### config.mk
export PLATFORM = sky130hd
export DESIGN_NAME = memory_writer
export DESIGN_NICKNAME = d
export VERILOG_FILES = /design/src/rtl/mw_pkg.sv /design/src/rtl/burst_planner.sv /design/src/rtl/memory_writer.sv /design/src/rtl/stream_fifo.sv /design/src/rtl/write_engine.sv
export VERILOG_INCLUDE_DIRS = /design/src /design/src/include
export SDC_FILE = /design/constraint.sdc
export NUM_CORES = 2
export LEC_CHECK = 0
export ABC_AREA = 0
export BUFFER_PORTS_ARGS = -buffer_cell sky130_fd_sc_hd__buf_2
export CORE_MARGIN = 2
export CORE_UTILIZATION = 51
export DETAILED_ROUTE_END_ITERATION = 10
export GPL_ROUTABILITY_DRIVEN = 0
export MAX_ROUTING_LAYER = met4
export PLACE_DENSITY = 0.68
export SETUP_SLACK_MARGIN = 0.5
export SYNTH_ARGS = -nofsm -noshare
export SYNTH_HDL_FRONTEND = slang
export SYNTH_SLANG_ARGS = --single-unit
### constraint.sdc
create_clock -name CLK -period 10.2 [get_ports CLK]
set_input_delay 1.02 -clock CLK [delete_from_list [all_inputs] [get_ports CLK]]
set_output_delay 1.02 -clock CLK [all_outputs]
set_load 0.02 [all_outputs]
### src/include/mw_params.svh
`ifndef MW_PARAMS_SVH
`define MW_PARAMS_SVH

// bus widths
`define MW_DATA_WIDTH    32
`define MW_ADDR_WIDTH    32

// longest burst in beats
`define MW_BURST_LIMIT   16

`define MW_FIFO_DEPTH    32    // two full bursts
`define MW_ACCUM_CYCLES  64    // idle cycles before a partial burst goes out

// AXI bursts must not cross this boundary
`define MW_PAGE_BYTES    4096

`endif

### src/rtl/mw_pkg.sv
`include "mw_params.svh"

package mw_pkg;

    typedef logic [`MW_ADDR_WIDTH-1:0] addr_t;
    typedef logic [`MW_DATA_WIDTH-1:0] word_t;
    typedef logic [31:0]               bytes_t;
    typedef logic [31:0]               words_t;
    typedef logic [8:0]                beats_t;   // 1 to 256
    typedef logic [7:0]                axlen_t;

    localparam int BYTES_PER_WORD = `MW_DATA_WIDTH / 8;
    localparam logic [2:0] AXI_AWSIZE = 3'($clog2(BYTES_PER_WORD));
    localparam logic [1:0] AXI_AWBURST_INCR = 2'b01;
    localparam logic [BYTES_PER_WORD-1:0] AXI_WSTRB_ALL = '1;

    typedef struct packed {
        addr_t  base_addr;
        addr_t  high_addr;    // first address past the ring
        bytes_t portion_size;
    } mem_cfg_t;

    typedef struct packed {
        addr_t  awaddr;
        axlen_t awlen;
    } aw_beat_t;

    typedef struct packed {
        word_t wdata;
        logic  wlast;
    } w_beat_t;

    // snapshot sent with a plan request
    typedef struct packed {
        words_t fifo_words;
        words_t remain_words;
        addr_t  cur_addr;
    } plan_in_t;

    typedef enum logic [2:0] {
        IDLE,
        WAIT_DATA,
        PLAN,
        WRITE,
        WAIT_B
    } engine_state_e;

endpackage

### src/rtl/burst_planner.sv
`timescale 1ns/10ps
`include "mw_params.svh"

module burst_planner (
    input  logic              CLK,
    input  logic              RESET,
    input  logic              plan_req,
    input  mw_pkg::plan_in_t  plan_in,
    input  mw_pkg::mem_cfg_t  cfg,
    output logic              plan_ack,
    output mw_pkg::beats_t    plan_beats
);
    import mw_pkg::*;

    localparam int PAGE_SHIFT = $clog2(`MW_PAGE_BYTES);

    words_t page_words;
    words_t high_words;
    logic   cmp_valid;

    // clipped candidates, stage 1
    beats_t fifo_c;
    beats_t remain_c;
    beats_t page_c;
    beats_t high_c;

    // ordering of the raw counts, stage 1
    logic   f_le_r;
    logic   f_le_p;
    logic   f_le_h;
    logic   r_le_p;
    logic   r_le_h;
    logic   p_le_h;

    function automatic beats_t clip(input words_t n);
        clip = (n > words_t'(`MW_BURST_LIMIT)) ? beats_t'(`MW_BURST_LIMIT) : beats_t'(n);
    endfunction

    always_comb begin
        page_words = (words_t'(`MW_PAGE_BYTES)
                     - words_t'(plan_in.cur_addr[PAGE_SHIFT-1:0])) >> AXI_AWSIZE;
        high_words = words_t'(cfg.high_addr - plan_in.cur_addr) >> AXI_AWSIZE;
    end

    always_ff @(posedge CLK) begin
        if (plan_req) begin    // plan_in is held while req is up
            fifo_c   <= clip(plan_in.fifo_words);
            remain_c <= clip(plan_in.remain_words);
            page_c   <= clip(page_words);
            high_c   <= clip(high_words);
            f_le_r   <= plan_in.fifo_words <= plan_in.remain_words;
            f_le_p   <= plan_in.fifo_words <= page_words;
            f_le_h   <= plan_in.fifo_words <= high_words;
            r_le_p   <= plan_in.remain_words <= page_words;
            r_le_h   <= plan_in.remain_words <= high_words;
            p_le_h   <= page_words <= high_words;
        end
    end

    always_ff @(posedge CLK) begin
        if (cmp_valid) begin
            if (f_le_r && f_le_p && f_le_h) begin
                plan_beats <= fifo_c;
            end else if (r_le_p && r_le_h) begin
                plan_beats <= remain_c;
            end else if (p_le_h) begin
                plan_beats <= page_c;
            end else begin
                plan_beats <= high_c;
            end
        end
    end

    // four-phase handshake with the engine
    always_ff @(posedge CLK) begin
        if (RESET) begin
            cmp_valid <= 1'b0;
            plan_ack  <= 1'b0;
        end else begin
            cmp_valid <= plan_req && !plan_ack && !cmp_valid;
            if (cmp_valid) begin
                plan_ack <= 1'b1;
            end else if (!plan_req) begin
                plan_ack <= 1'b0;
            end
        end
    end

    // engine only asks with data in the fifo and words still owed
    a_beats_in_range: assert property (
        @(posedge CLK) disable iff (RESET)
        plan_ack |-> (plan_beats != '0) && (plan_beats <= beats_t'(`MW_BURST_LIMIT))
    );

endmodule

### src/rtl/memory_writer.sv
`timescale 1ns/10ps
`include "mw_params.svh"

module memory_writer (
    input  logic                                CLK,
    input  logic                                RESET,
    input  mw_pkg::word_t                       s_tdata,
    input  logic                                s_tvalid,
    output logic                                s_tready,
    output mw_pkg::aw_beat_t                    aw,
    output logic                                awvalid,
    input  logic                                awready,
    output logic [2:0]                          awsize,
    output logic [1:0]                          awburst,
    output mw_pkg::w_beat_t                     w,
    output logic                                wvalid,
    input  logic                                wready,
    output logic [mw_pkg::BYTES_PER_WORD-1:0]   wstrb,
    input  logic                                bvalid,
    output logic                                bready,
    input  mw_pkg::mem_cfg_t                    cfg,
    input  logic                                run,
    input  logic                                stop,
    output logic                                status,
    output logic                                done,
    output mw_pkg::bytes_t                      transmitted_bytes,
    output mw_pkg::addr_t                       current_address
);
    import mw_pkg::*;

    logic     pop;
    logic     flush;
    logic     accept_en;
    logic     s_beat;
    word_t    rd_word;
    words_t   fifo_words;
    logic     plan_req;
    logic     plan_ack;
    plan_in_t plan_in;
    beats_t   plan_beats;

    assign awsize  = AXI_AWSIZE;
    assign awburst = AXI_AWBURST_INCR;
    assign wstrb   = AXI_WSTRB_ALL;    // full words only
    assign s_beat  = s_tvalid && s_tready;

    stream_fifo #(
        .DEPTH (`MW_FIFO_DEPTH)
    ) stream_fifo_i (
        .CLK        (CLK),
        .RESET      (RESET),
        .flush      (flush),
        .s_tdata    (s_tdata),
        .s_tvalid   (s_tvalid),
        .s_tready   (s_tready),
        .accept_en  (accept_en),
        .pop        (pop),
        .rd_word    (rd_word),
        .fifo_words (fifo_words)
    );

    burst_planner burst_planner_i (
        .CLK        (CLK),
        .RESET      (RESET),
        .plan_req   (plan_req),
        .plan_in    (plan_in),
        .cfg        (cfg),
        .plan_ack   (plan_ack),
        .plan_beats (plan_beats)
    );

    write_engine write_engine_i (
        .CLK               (CLK),
        .RESET             (RESET),
        .run               (run),
        .stop              (stop),
        .cfg               (cfg),
        .fifo_words        (fifo_words),
        .rd_word           (rd_word),
        .s_beat            (s_beat),
        .pop               (pop),
        .flush             (flush),
        .accept_en         (accept_en),
        .plan_req          (plan_req),
        .plan_in           (plan_in),
        .plan_ack          (plan_ack),
        .plan_beats        (plan_beats),
        .aw                (aw),
        .awvalid           (awvalid),
        .awready           (awready),
        .w                 (w),
        .wvalid            (wvalid),
        .wready            (wready),
        .bvalid            (bvalid),
        .bready            (bready),
        .status            (status),
        .done              (done),
        .transmitted_bytes (transmitted_bytes),
        .current_address   (current_address)
    );

endmodule

### src/rtl/stream_fifo.sv
`timescale 1ns/10ps
`include "mw_params.svh"

module stream_fifo #(
    parameter int DEPTH = `MW_FIFO_DEPTH
) (
    input  logic          CLK,
    input  logic          RESET,
    input  logic          flush,
    input  mw_pkg::word_t s_tdata,
    input  logic          s_tvalid,
    output logic          s_tready,
    input  logic          accept_en,
    input  logic          pop,
    output mw_pkg::word_t rd_word,
    output mw_pkg::words_t fifo_words
);
    import mw_pkg::*;

    localparam int PTR_W = $clog2(DEPTH);
    localparam int CNT_W = $clog2(DEPTH + 1);

    word_t            mem [DEPTH];
    logic [PTR_W-1:0] wr_ptr;
    logic [PTR_W-1:0] rd_ptr;
    logic [CNT_W-1:0] count;
    logic             push;
    logic             full;

    function automatic logic [PTR_W-1:0] next_ptr(input logic [PTR_W-1:0] ptr);
        next_ptr = (ptr == PTR_W'(DEPTH - 1)) ? '0 : ptr + 1'b1;
    endfunction

    always_comb begin
        full       = (count == CNT_W'(DEPTH));
        s_tready   = accept_en && !full;
        push       = s_tvalid && s_tready;
        rd_word    = mem[rd_ptr];    // head word, read-ahead
        fifo_words = words_t'(count);
    end

    always_ff @(posedge CLK) begin
        if (push) begin
            mem[wr_ptr] <= s_tdata;
        end
    end

    always_ff @(posedge CLK) begin
        if (RESET || flush) begin
            wr_ptr <= '0;
            rd_ptr <= '0;
            count  <= '0;
        end else begin
            if (push) begin
                wr_ptr <= next_ptr(wr_ptr);
            end
            if (pop) begin
                rd_ptr <= next_ptr(rd_ptr);
            end
            case ({push, pop})
                2'b10:   count <= count + 1'b1;
                2'b01:   count <= count - 1'b1;
                default: count <= count;
            endcase
        end
    end

    // engine must only pop words it has seen in the count
    a_no_pop_when_empty: assert property (
        @(posedge CLK) disable iff (RESET)
        pop |-> (count != '0)
    );

endmodule

### src/rtl/write_engine.sv
`timescale 1ns/10ps
`include "mw_params.svh"

module write_engine (
    input  logic              CLK,
    input  logic              RESET,
    input  logic              run,
    input  logic              stop,
    input  mw_pkg::mem_cfg_t  cfg,
    input  mw_pkg::words_t    fifo_words,
    input  mw_pkg::word_t     rd_word,
    input  logic              s_beat,
    output logic              pop,
    output logic              flush,
    output logic              accept_en,
    output logic              plan_req,
    output mw_pkg::plan_in_t  plan_in,
    input  logic              plan_ack,
    input  mw_pkg::beats_t    plan_beats,
    output mw_pkg::aw_beat_t  aw,
    output logic              awvalid,
    input  logic              awready,
    output mw_pkg::w_beat_t   w,
    output logic              wvalid,
    input  logic              wready,
    input  logic              bvalid,
    output logic              bready,
    output logic              status,
    output logic              done,
    output mw_pkg::bytes_t    transmitted_bytes,
    output mw_pkg::addr_t     current_address
);
    import mw_pkg::*;

    localparam int TIMER_W = $clog2(`MW_ACCUM_CYCLES + 1);

    engine_state_e      state;
    beats_t             beats;       // length of the burst in flight
    beats_t             beat_cnt;
    words_t             remain_words;
    addr_t              next_addr;
    logic               stop_seen;
    logic [TIMER_W-1:0] accum_timer;
    logic               accum_done;
    logic               burst_due;
    logic               w_hs;
    logic               b_hs;
    words_t             run_words;
    addr_t              run_addr;
    addr_t              addr_sum;
    bytes_t             burst_bytes;
    words_t             remain_after;

    always_comb begin
        // portion size rounded up to whole words
        run_words = words_t'(cfg.portion_size >> AXI_AWSIZE)
                  + words_t'((cfg.portion_size & bytes_t'(BYTES_PER_WORD - 1)) != '0);
        // stale address from an older ring restarts at base
        if (next_addr >= cfg.base_addr && next_addr < cfg.high_addr) begin
            run_addr = next_addr;
        end else begin
            run_addr = cfg.base_addr;
        end
        burst_bytes  = bytes_t'(beats) << AXI_AWSIZE;
        addr_sum     = next_addr + addr_t'(burst_bytes);
        remain_after = remain_words - words_t'(beats);
        w_hs         = wvalid && wready;
        b_hs         = bvalid && bready;
        accum_done   = (accum_timer == TIMER_W'(`MW_ACCUM_CYCLES));
        burst_due    = !plan_ack && ((fifo_words > words_t'(`MW_BURST_LIMIT))
                                    || (fifo_words != '0 && accum_done));
    end

    always_comb begin
        pop     = w_hs;
        flush   = run && (state == IDLE);
        w.wdata = rd_word;
        w.wlast = (beat_cnt == beats_t'(beats - 1'b1));
    end

    // cycles with a partly filled fifo and a quiet stream
    always_ff @(posedge CLK) begin
        if (RESET || s_beat || state != WAIT_DATA || fifo_words == '0) begin
            accum_timer <= '0;
        end else if (!accum_done) begin
            accum_timer <= accum_timer + 1'b1;
        end
    end

    always_ff @(posedge CLK) begin
        if (state == WAIT_DATA && burst_due) begin
            plan_in.fifo_words   <= fifo_words;
            plan_in.remain_words <= remain_words;
            plan_in.cur_addr     <= next_addr;
        end
        if (state == PLAN && plan_ack) begin
            beats     <= plan_beats;
            aw.awaddr <= next_addr;
            aw.awlen  <= axlen_t'(plan_beats - 1'b1);
        end
    end

    always_ff @(posedge CLK) begin
        if (RESET) begin
            state             <= IDLE;
            status            <= 1'b0;
            done              <= 1'b0;
            accept_en         <= 1'b0;
            plan_req          <= 1'b0;
            awvalid           <= 1'b0;
            wvalid            <= 1'b0;
            bready            <= 1'b0;
            stop_seen         <= 1'b0;
            beat_cnt          <= '0;
            remain_words      <= '0;
            next_addr         <= '0;
            transmitted_bytes <= '0;
            current_address   <= '0;
        end else begin
            done <= 1'b0;
            if (awvalid && awready) begin
                awvalid <= 1'b0;
            end
            if (stop && state != IDLE) begin
                stop_seen <= 1'b1;    // honoured after the burst
            end
            case (state)
                IDLE: begin
                    if (run) begin
                        state             <= WAIT_DATA;
                        status            <= 1'b1;
                        accept_en         <= 1'b1;
                        stop_seen         <= 1'b0;
                        remain_words      <= run_words;
                        next_addr         <= run_addr;
                        current_address   <= run_addr;
                        transmitted_bytes <= '0;
                    end
                end
                WAIT_DATA: begin
                    if (stop || stop_seen) begin
                        state     <= IDLE;   // nothing in flight
                        status    <= 1'b0;
                        accept_en <= 1'b0;
                    end else if (burst_due) begin
                        state    <= PLAN;
                        plan_req <= 1'b1;
                    end
                end
                PLAN: begin
                    if (plan_ack) begin
                        plan_req <= 1'b0;
                        awvalid  <= 1'b1;
                        wvalid   <= 1'b1;
                        beat_cnt <= '0;
                        state    <= WRITE;
                    end
                end
                WRITE: begin
                    if (w_hs) begin
                        beat_cnt <= beat_cnt + 1'b1;
                        if (w.wlast) begin
                            wvalid <= 1'b0;
                            bready <= 1'b1;
                            state  <= WAIT_B;
                        end
                    end
                end
                WAIT_B: begin
                    if (b_hs) begin
                        bready            <= 1'b0;
                        remain_words      <= remain_after;
                        transmitted_bytes <= transmitted_bytes + burst_bytes;
                        next_addr         <= (addr_sum >= cfg.high_addr) ? cfg.base_addr
                                                                         : addr_sum;
                        if (remain_after == '0) begin
                            state     <= IDLE;
                            status    <= 1'b0;
                            accept_en <= 1'b0;
                            done      <= 1'b1;
                        end else if (stop_seen || stop) begin
                            state     <= IDLE;
                            status    <= 1'b0;
                            accept_en <= 1'b0;
                        end else begin
                            state <= WAIT_DATA;
                        end
                    end
                end
                default: state <= IDLE;
            endcase
        end
    end

    // AW holds until the slave takes it
    a_aw_stable: assert property (
        @(posedge CLK) disable iff (RESET)
        awvalid && !awready |=> awvalid && $stable(aw)
    );

endmodule

==> impl_metrics.env <==
export IMPL_grt_overflow_total=0
export IMPL_route_vias_total=37297
export IMPL_drv_slew=0
export IMPL_core_area_sq_mm=0.120
export IMPL_crit_required_ns=10.83
export IMPL_hold_depth=0
export IMPL_die_area_sq_mm=0.123
export IMPL_vias_per_cell=6.15
export IMPL_timing_hold_violations_final=0
export IMPL_min_period_ns=5.59
export IMPL_crit_path_max_fanout=20
export IMPL_synth_cell_types=99
export IMPL_netlist_area_sq_mm=0.0613
export IMPL_async_reset_ff_share_pct=0
export IMPL_initial_core_util_pct=51.2
export IMPL_clock_latency_ns=0.76
export IMPL_drt_iter0_drc=3781
export IMPL_hold_path_class="reg -> reg"
export IMPL_max_cap_violations=0
export IMPL_postCtsSetupRepairBufs=0
export IMPL_crit_arrival_ns=6.23
export IMPL_yosys_warnings=0
export IMPL_track_usage_pct=27.1
export IMPL_port_buffers=276
export IMPL_cts_buffer_depth=3
export IMPL_crit_path_end_kind="flop"
export IMPL_multi_input_area_sq_mm=0.0210
export IMPL_final_util_pct=58.1
export IMPL_p_leak_uw=0.0239
export IMPL_root_buffer="clkbuf_16"
export IMPL_holdBufCountCts=0
export IMPL_drt_first_pass_iters=7
export IMPL_cts_tree="done"
export IMPL_setup_tns_ns=0
export IMPL_synthCells=3996
export IMPL_drc=0
export IMPL_num_fill_cells=9178
export IMPL_dieHeight_um=351
export IMPL_area_growth_pct=13.4
export IMPL_drive_gt1_share_pct=22.0
export IMPL_grt_max_degree=129
export IMPL_ys_seq_area_share_pct=64.1
export IMPL_ys_flop_type="edfxtp_1"
export IMPL_clk_pin_slew_ns=0.06
export IMPL_cts_num_sinks=1367
export IMPL_rows=127
export IMPL_pin_count=288
export IMPL_wl_per_cell_um=26.7
export IMPL_startpoint_type="flop"
export IMPL_grt_antenna_before_repair=9
export IMPL_synth_seq_cells=1367
export IMPL_finalSetupViolCount=0
export IMPL_peakVddDrop_v=0.000169
export IMPL_worstRegToRegCells=19
export IMPL_outcome="finished, final reports clean"
export IMPL_seq_area_sq_mm=0.0393
export IMPL_relSlewSlack_pct=22.5
export IMPL_cts_buffers=144
export IMPL_power_density_mw_per_mm2=179
export IMPL_dp_hpwl_um=100000
export IMPL_skew_ns=0.0352
export IMPL_synth_top_cells_by_area="edfxtp_1, mux4_2, dfxtp_1, ha_1, nor2_1"
export IMPL_tightest_slew_ns=1.16
export IMPL_critPathKind="reg -> reg"
export IMPL_grt_pass1_wl_um=237000
export IMPL_ant_nets=0
export IMPL_synth_top_area_share_pct=58.3
export IMPL_synth_area_per_cell_sq_um=15.3
export IMPL_h_tree_depth=4
export IMPL_rsz0062_at_grt="false"
export IMPL_postCtsResizedCells=0
export IMPL_fin_nets=4710
export IMPL_synth_edf_count=1191
export IMPL_die_x_um=351
export IMPL_fin_crit_sh_pct=54.8
export IMPL_max_clock_freq_mhz=179
export IMPL_grt_pass1_vias=36580
export IMPL_wl_um=162000
export IMPL_synth_top_area_cell="edfxtp_1"
metal layers:
metal  up-vias  part of all wire, %  global-route usage (%)
met5         -                    0                       -
met1     18964                   39                    34.6
met4         0                  3.7                    10.1
met2      1650                   50                    44.1
li1      16356                    -                       -
met3       327                  7.6                    4.12
logic make-up after synthesis:
family	after synthesis	synth area share, %
compound gates	578	6.27
mux	371	12.7
fa+ha+maj	244	5.03
simple gates	935	7.49
xor+xnor	157	2.27
buf+inv	342	2.19
flops	1367	64.1
other cells	2	0.0122
layout by cell type, fill, tap and decap left out, drive strengths merged, types with 89 or more instances in the layout:
| cell type | n |
|---|---|
| a21oi | 165 |
| xnor2 | 89 |
| o21ai | 121 |
| dfxtp | 176 |
| mux4 | 320 |
| inv | 175 |
| nor2 | 262 |
| clkbuf | 187 |
| ha | 240 |
| nand2 | 237 |
| edfxtp | 1191 |
| buf | 337 |
worst paths after layout:
kind              slack [ns]                                        end                                         from
setup / recovery        4.61  write_engine_i.next_addr[18]$_SDFFE_PP0P_            write_engine_i.beats[3]$_DFFE_PP_
hold / removal          0.45          write_engine_i.beats[8]$_DFFE_PP_  burst_planner_i.plan_beats[8]$_SDFFCE_PP0P_
setup reg to reg        4.61  write_engine_i.next_addr[18]$_SDFFE_PP0P_            write_engine_i.beats[3]$_DFFE_PP_
hold reg to reg         0.45          write_engine_i.beats[8]$_DFFE_PP_  burst_planner_i.plan_beats[8]$_SDFFCE_PP0P_
registers in the layout, indices dropped and copies added (netlist names), 30 cells and up, named ones only:
name	flops
write_engine_i.aw	40
stream_fifo_i.mem	1024
write_engine_i.next_addr	32
write_engine_i.transmitted_bytes	30
write_engine_i.current_address	32
write_engine_i.plan_in	70
write_engine_i.remain_words	32
worst max-delay path, stage by stage, from the launching register on:
cell	delay (ns)
edfxtp_1	0.51
ha_1	0.40
nand3_1	0.10
o22ai_1	0.24
nor2b_1	0.10
o21a_1	0.27
nor2_1	0.66
nand4_1	0.20
xnor2_1	0.21
ha_1	0.32
nand4_1	0.13
or2_2	0.35
nor3_1	0.20
a211oi_1	0.11
a211oi_2	0.48
nor2_1	0.25
a2bb2oi_2	0.30
buf_4	0.30
o22a_1	0.22
o211a_1	0.12
power by group:
group / switching (uW) / total [uW] / leakage, uW / internal (uW)
logic: 655 / 1020 / 0.00947 / 369
registers: 128 / 6290 / 0.0122 / 6160
clock network: 2210 / 5120 / 0.00223 / 2910
total: 2990 / 12400 / 0.0239 / 9440
metrics by stage:
step	instances	power, uW	worst slack, ns	hold WS [ns]	instance area [sq um]
2_1_floorplan	4018	7010	1.94	0.400	61400
3_3_place_gp	5796	7390	4.89	0.407	64900
3_5_place_dp	5796	7410	4.72	0.431	64900
4_1_cts	6060	12500	4.71	0.459	69500
5_1_grt	6065	12800	4.19	0.473	69500
6_report	6067	12400	4.61	0.451	69500
synth_stat cells (47+ instances only):
master,number
o21ai_0,116
xnor2_1,88
a21oi_1,163
inv_1,170
nor2_1,262
dfxtp_1,176
nand3_1,68
mux4_2,320
xor2_1,68
nand4_1,64
ha_1,240
edfxtp_1,1191
nor3_1,57
clkbuf_1,123
nand2_1,237
a21o_1,47
layout make-up:
class,instances,area share (%)
Clock buffer,187,5.62
Clock inverter,77,1.08
Tap cell,1612,2.90
Multi-Input combinational cell,2309,30.2
Sequential cell,1367,56.5
Inverter,171,0.923
Timing Repair Buffer,337,2.70
Antenna cell,7,0.0252
No activity file was read; power rests on OpenSTA's default activity.
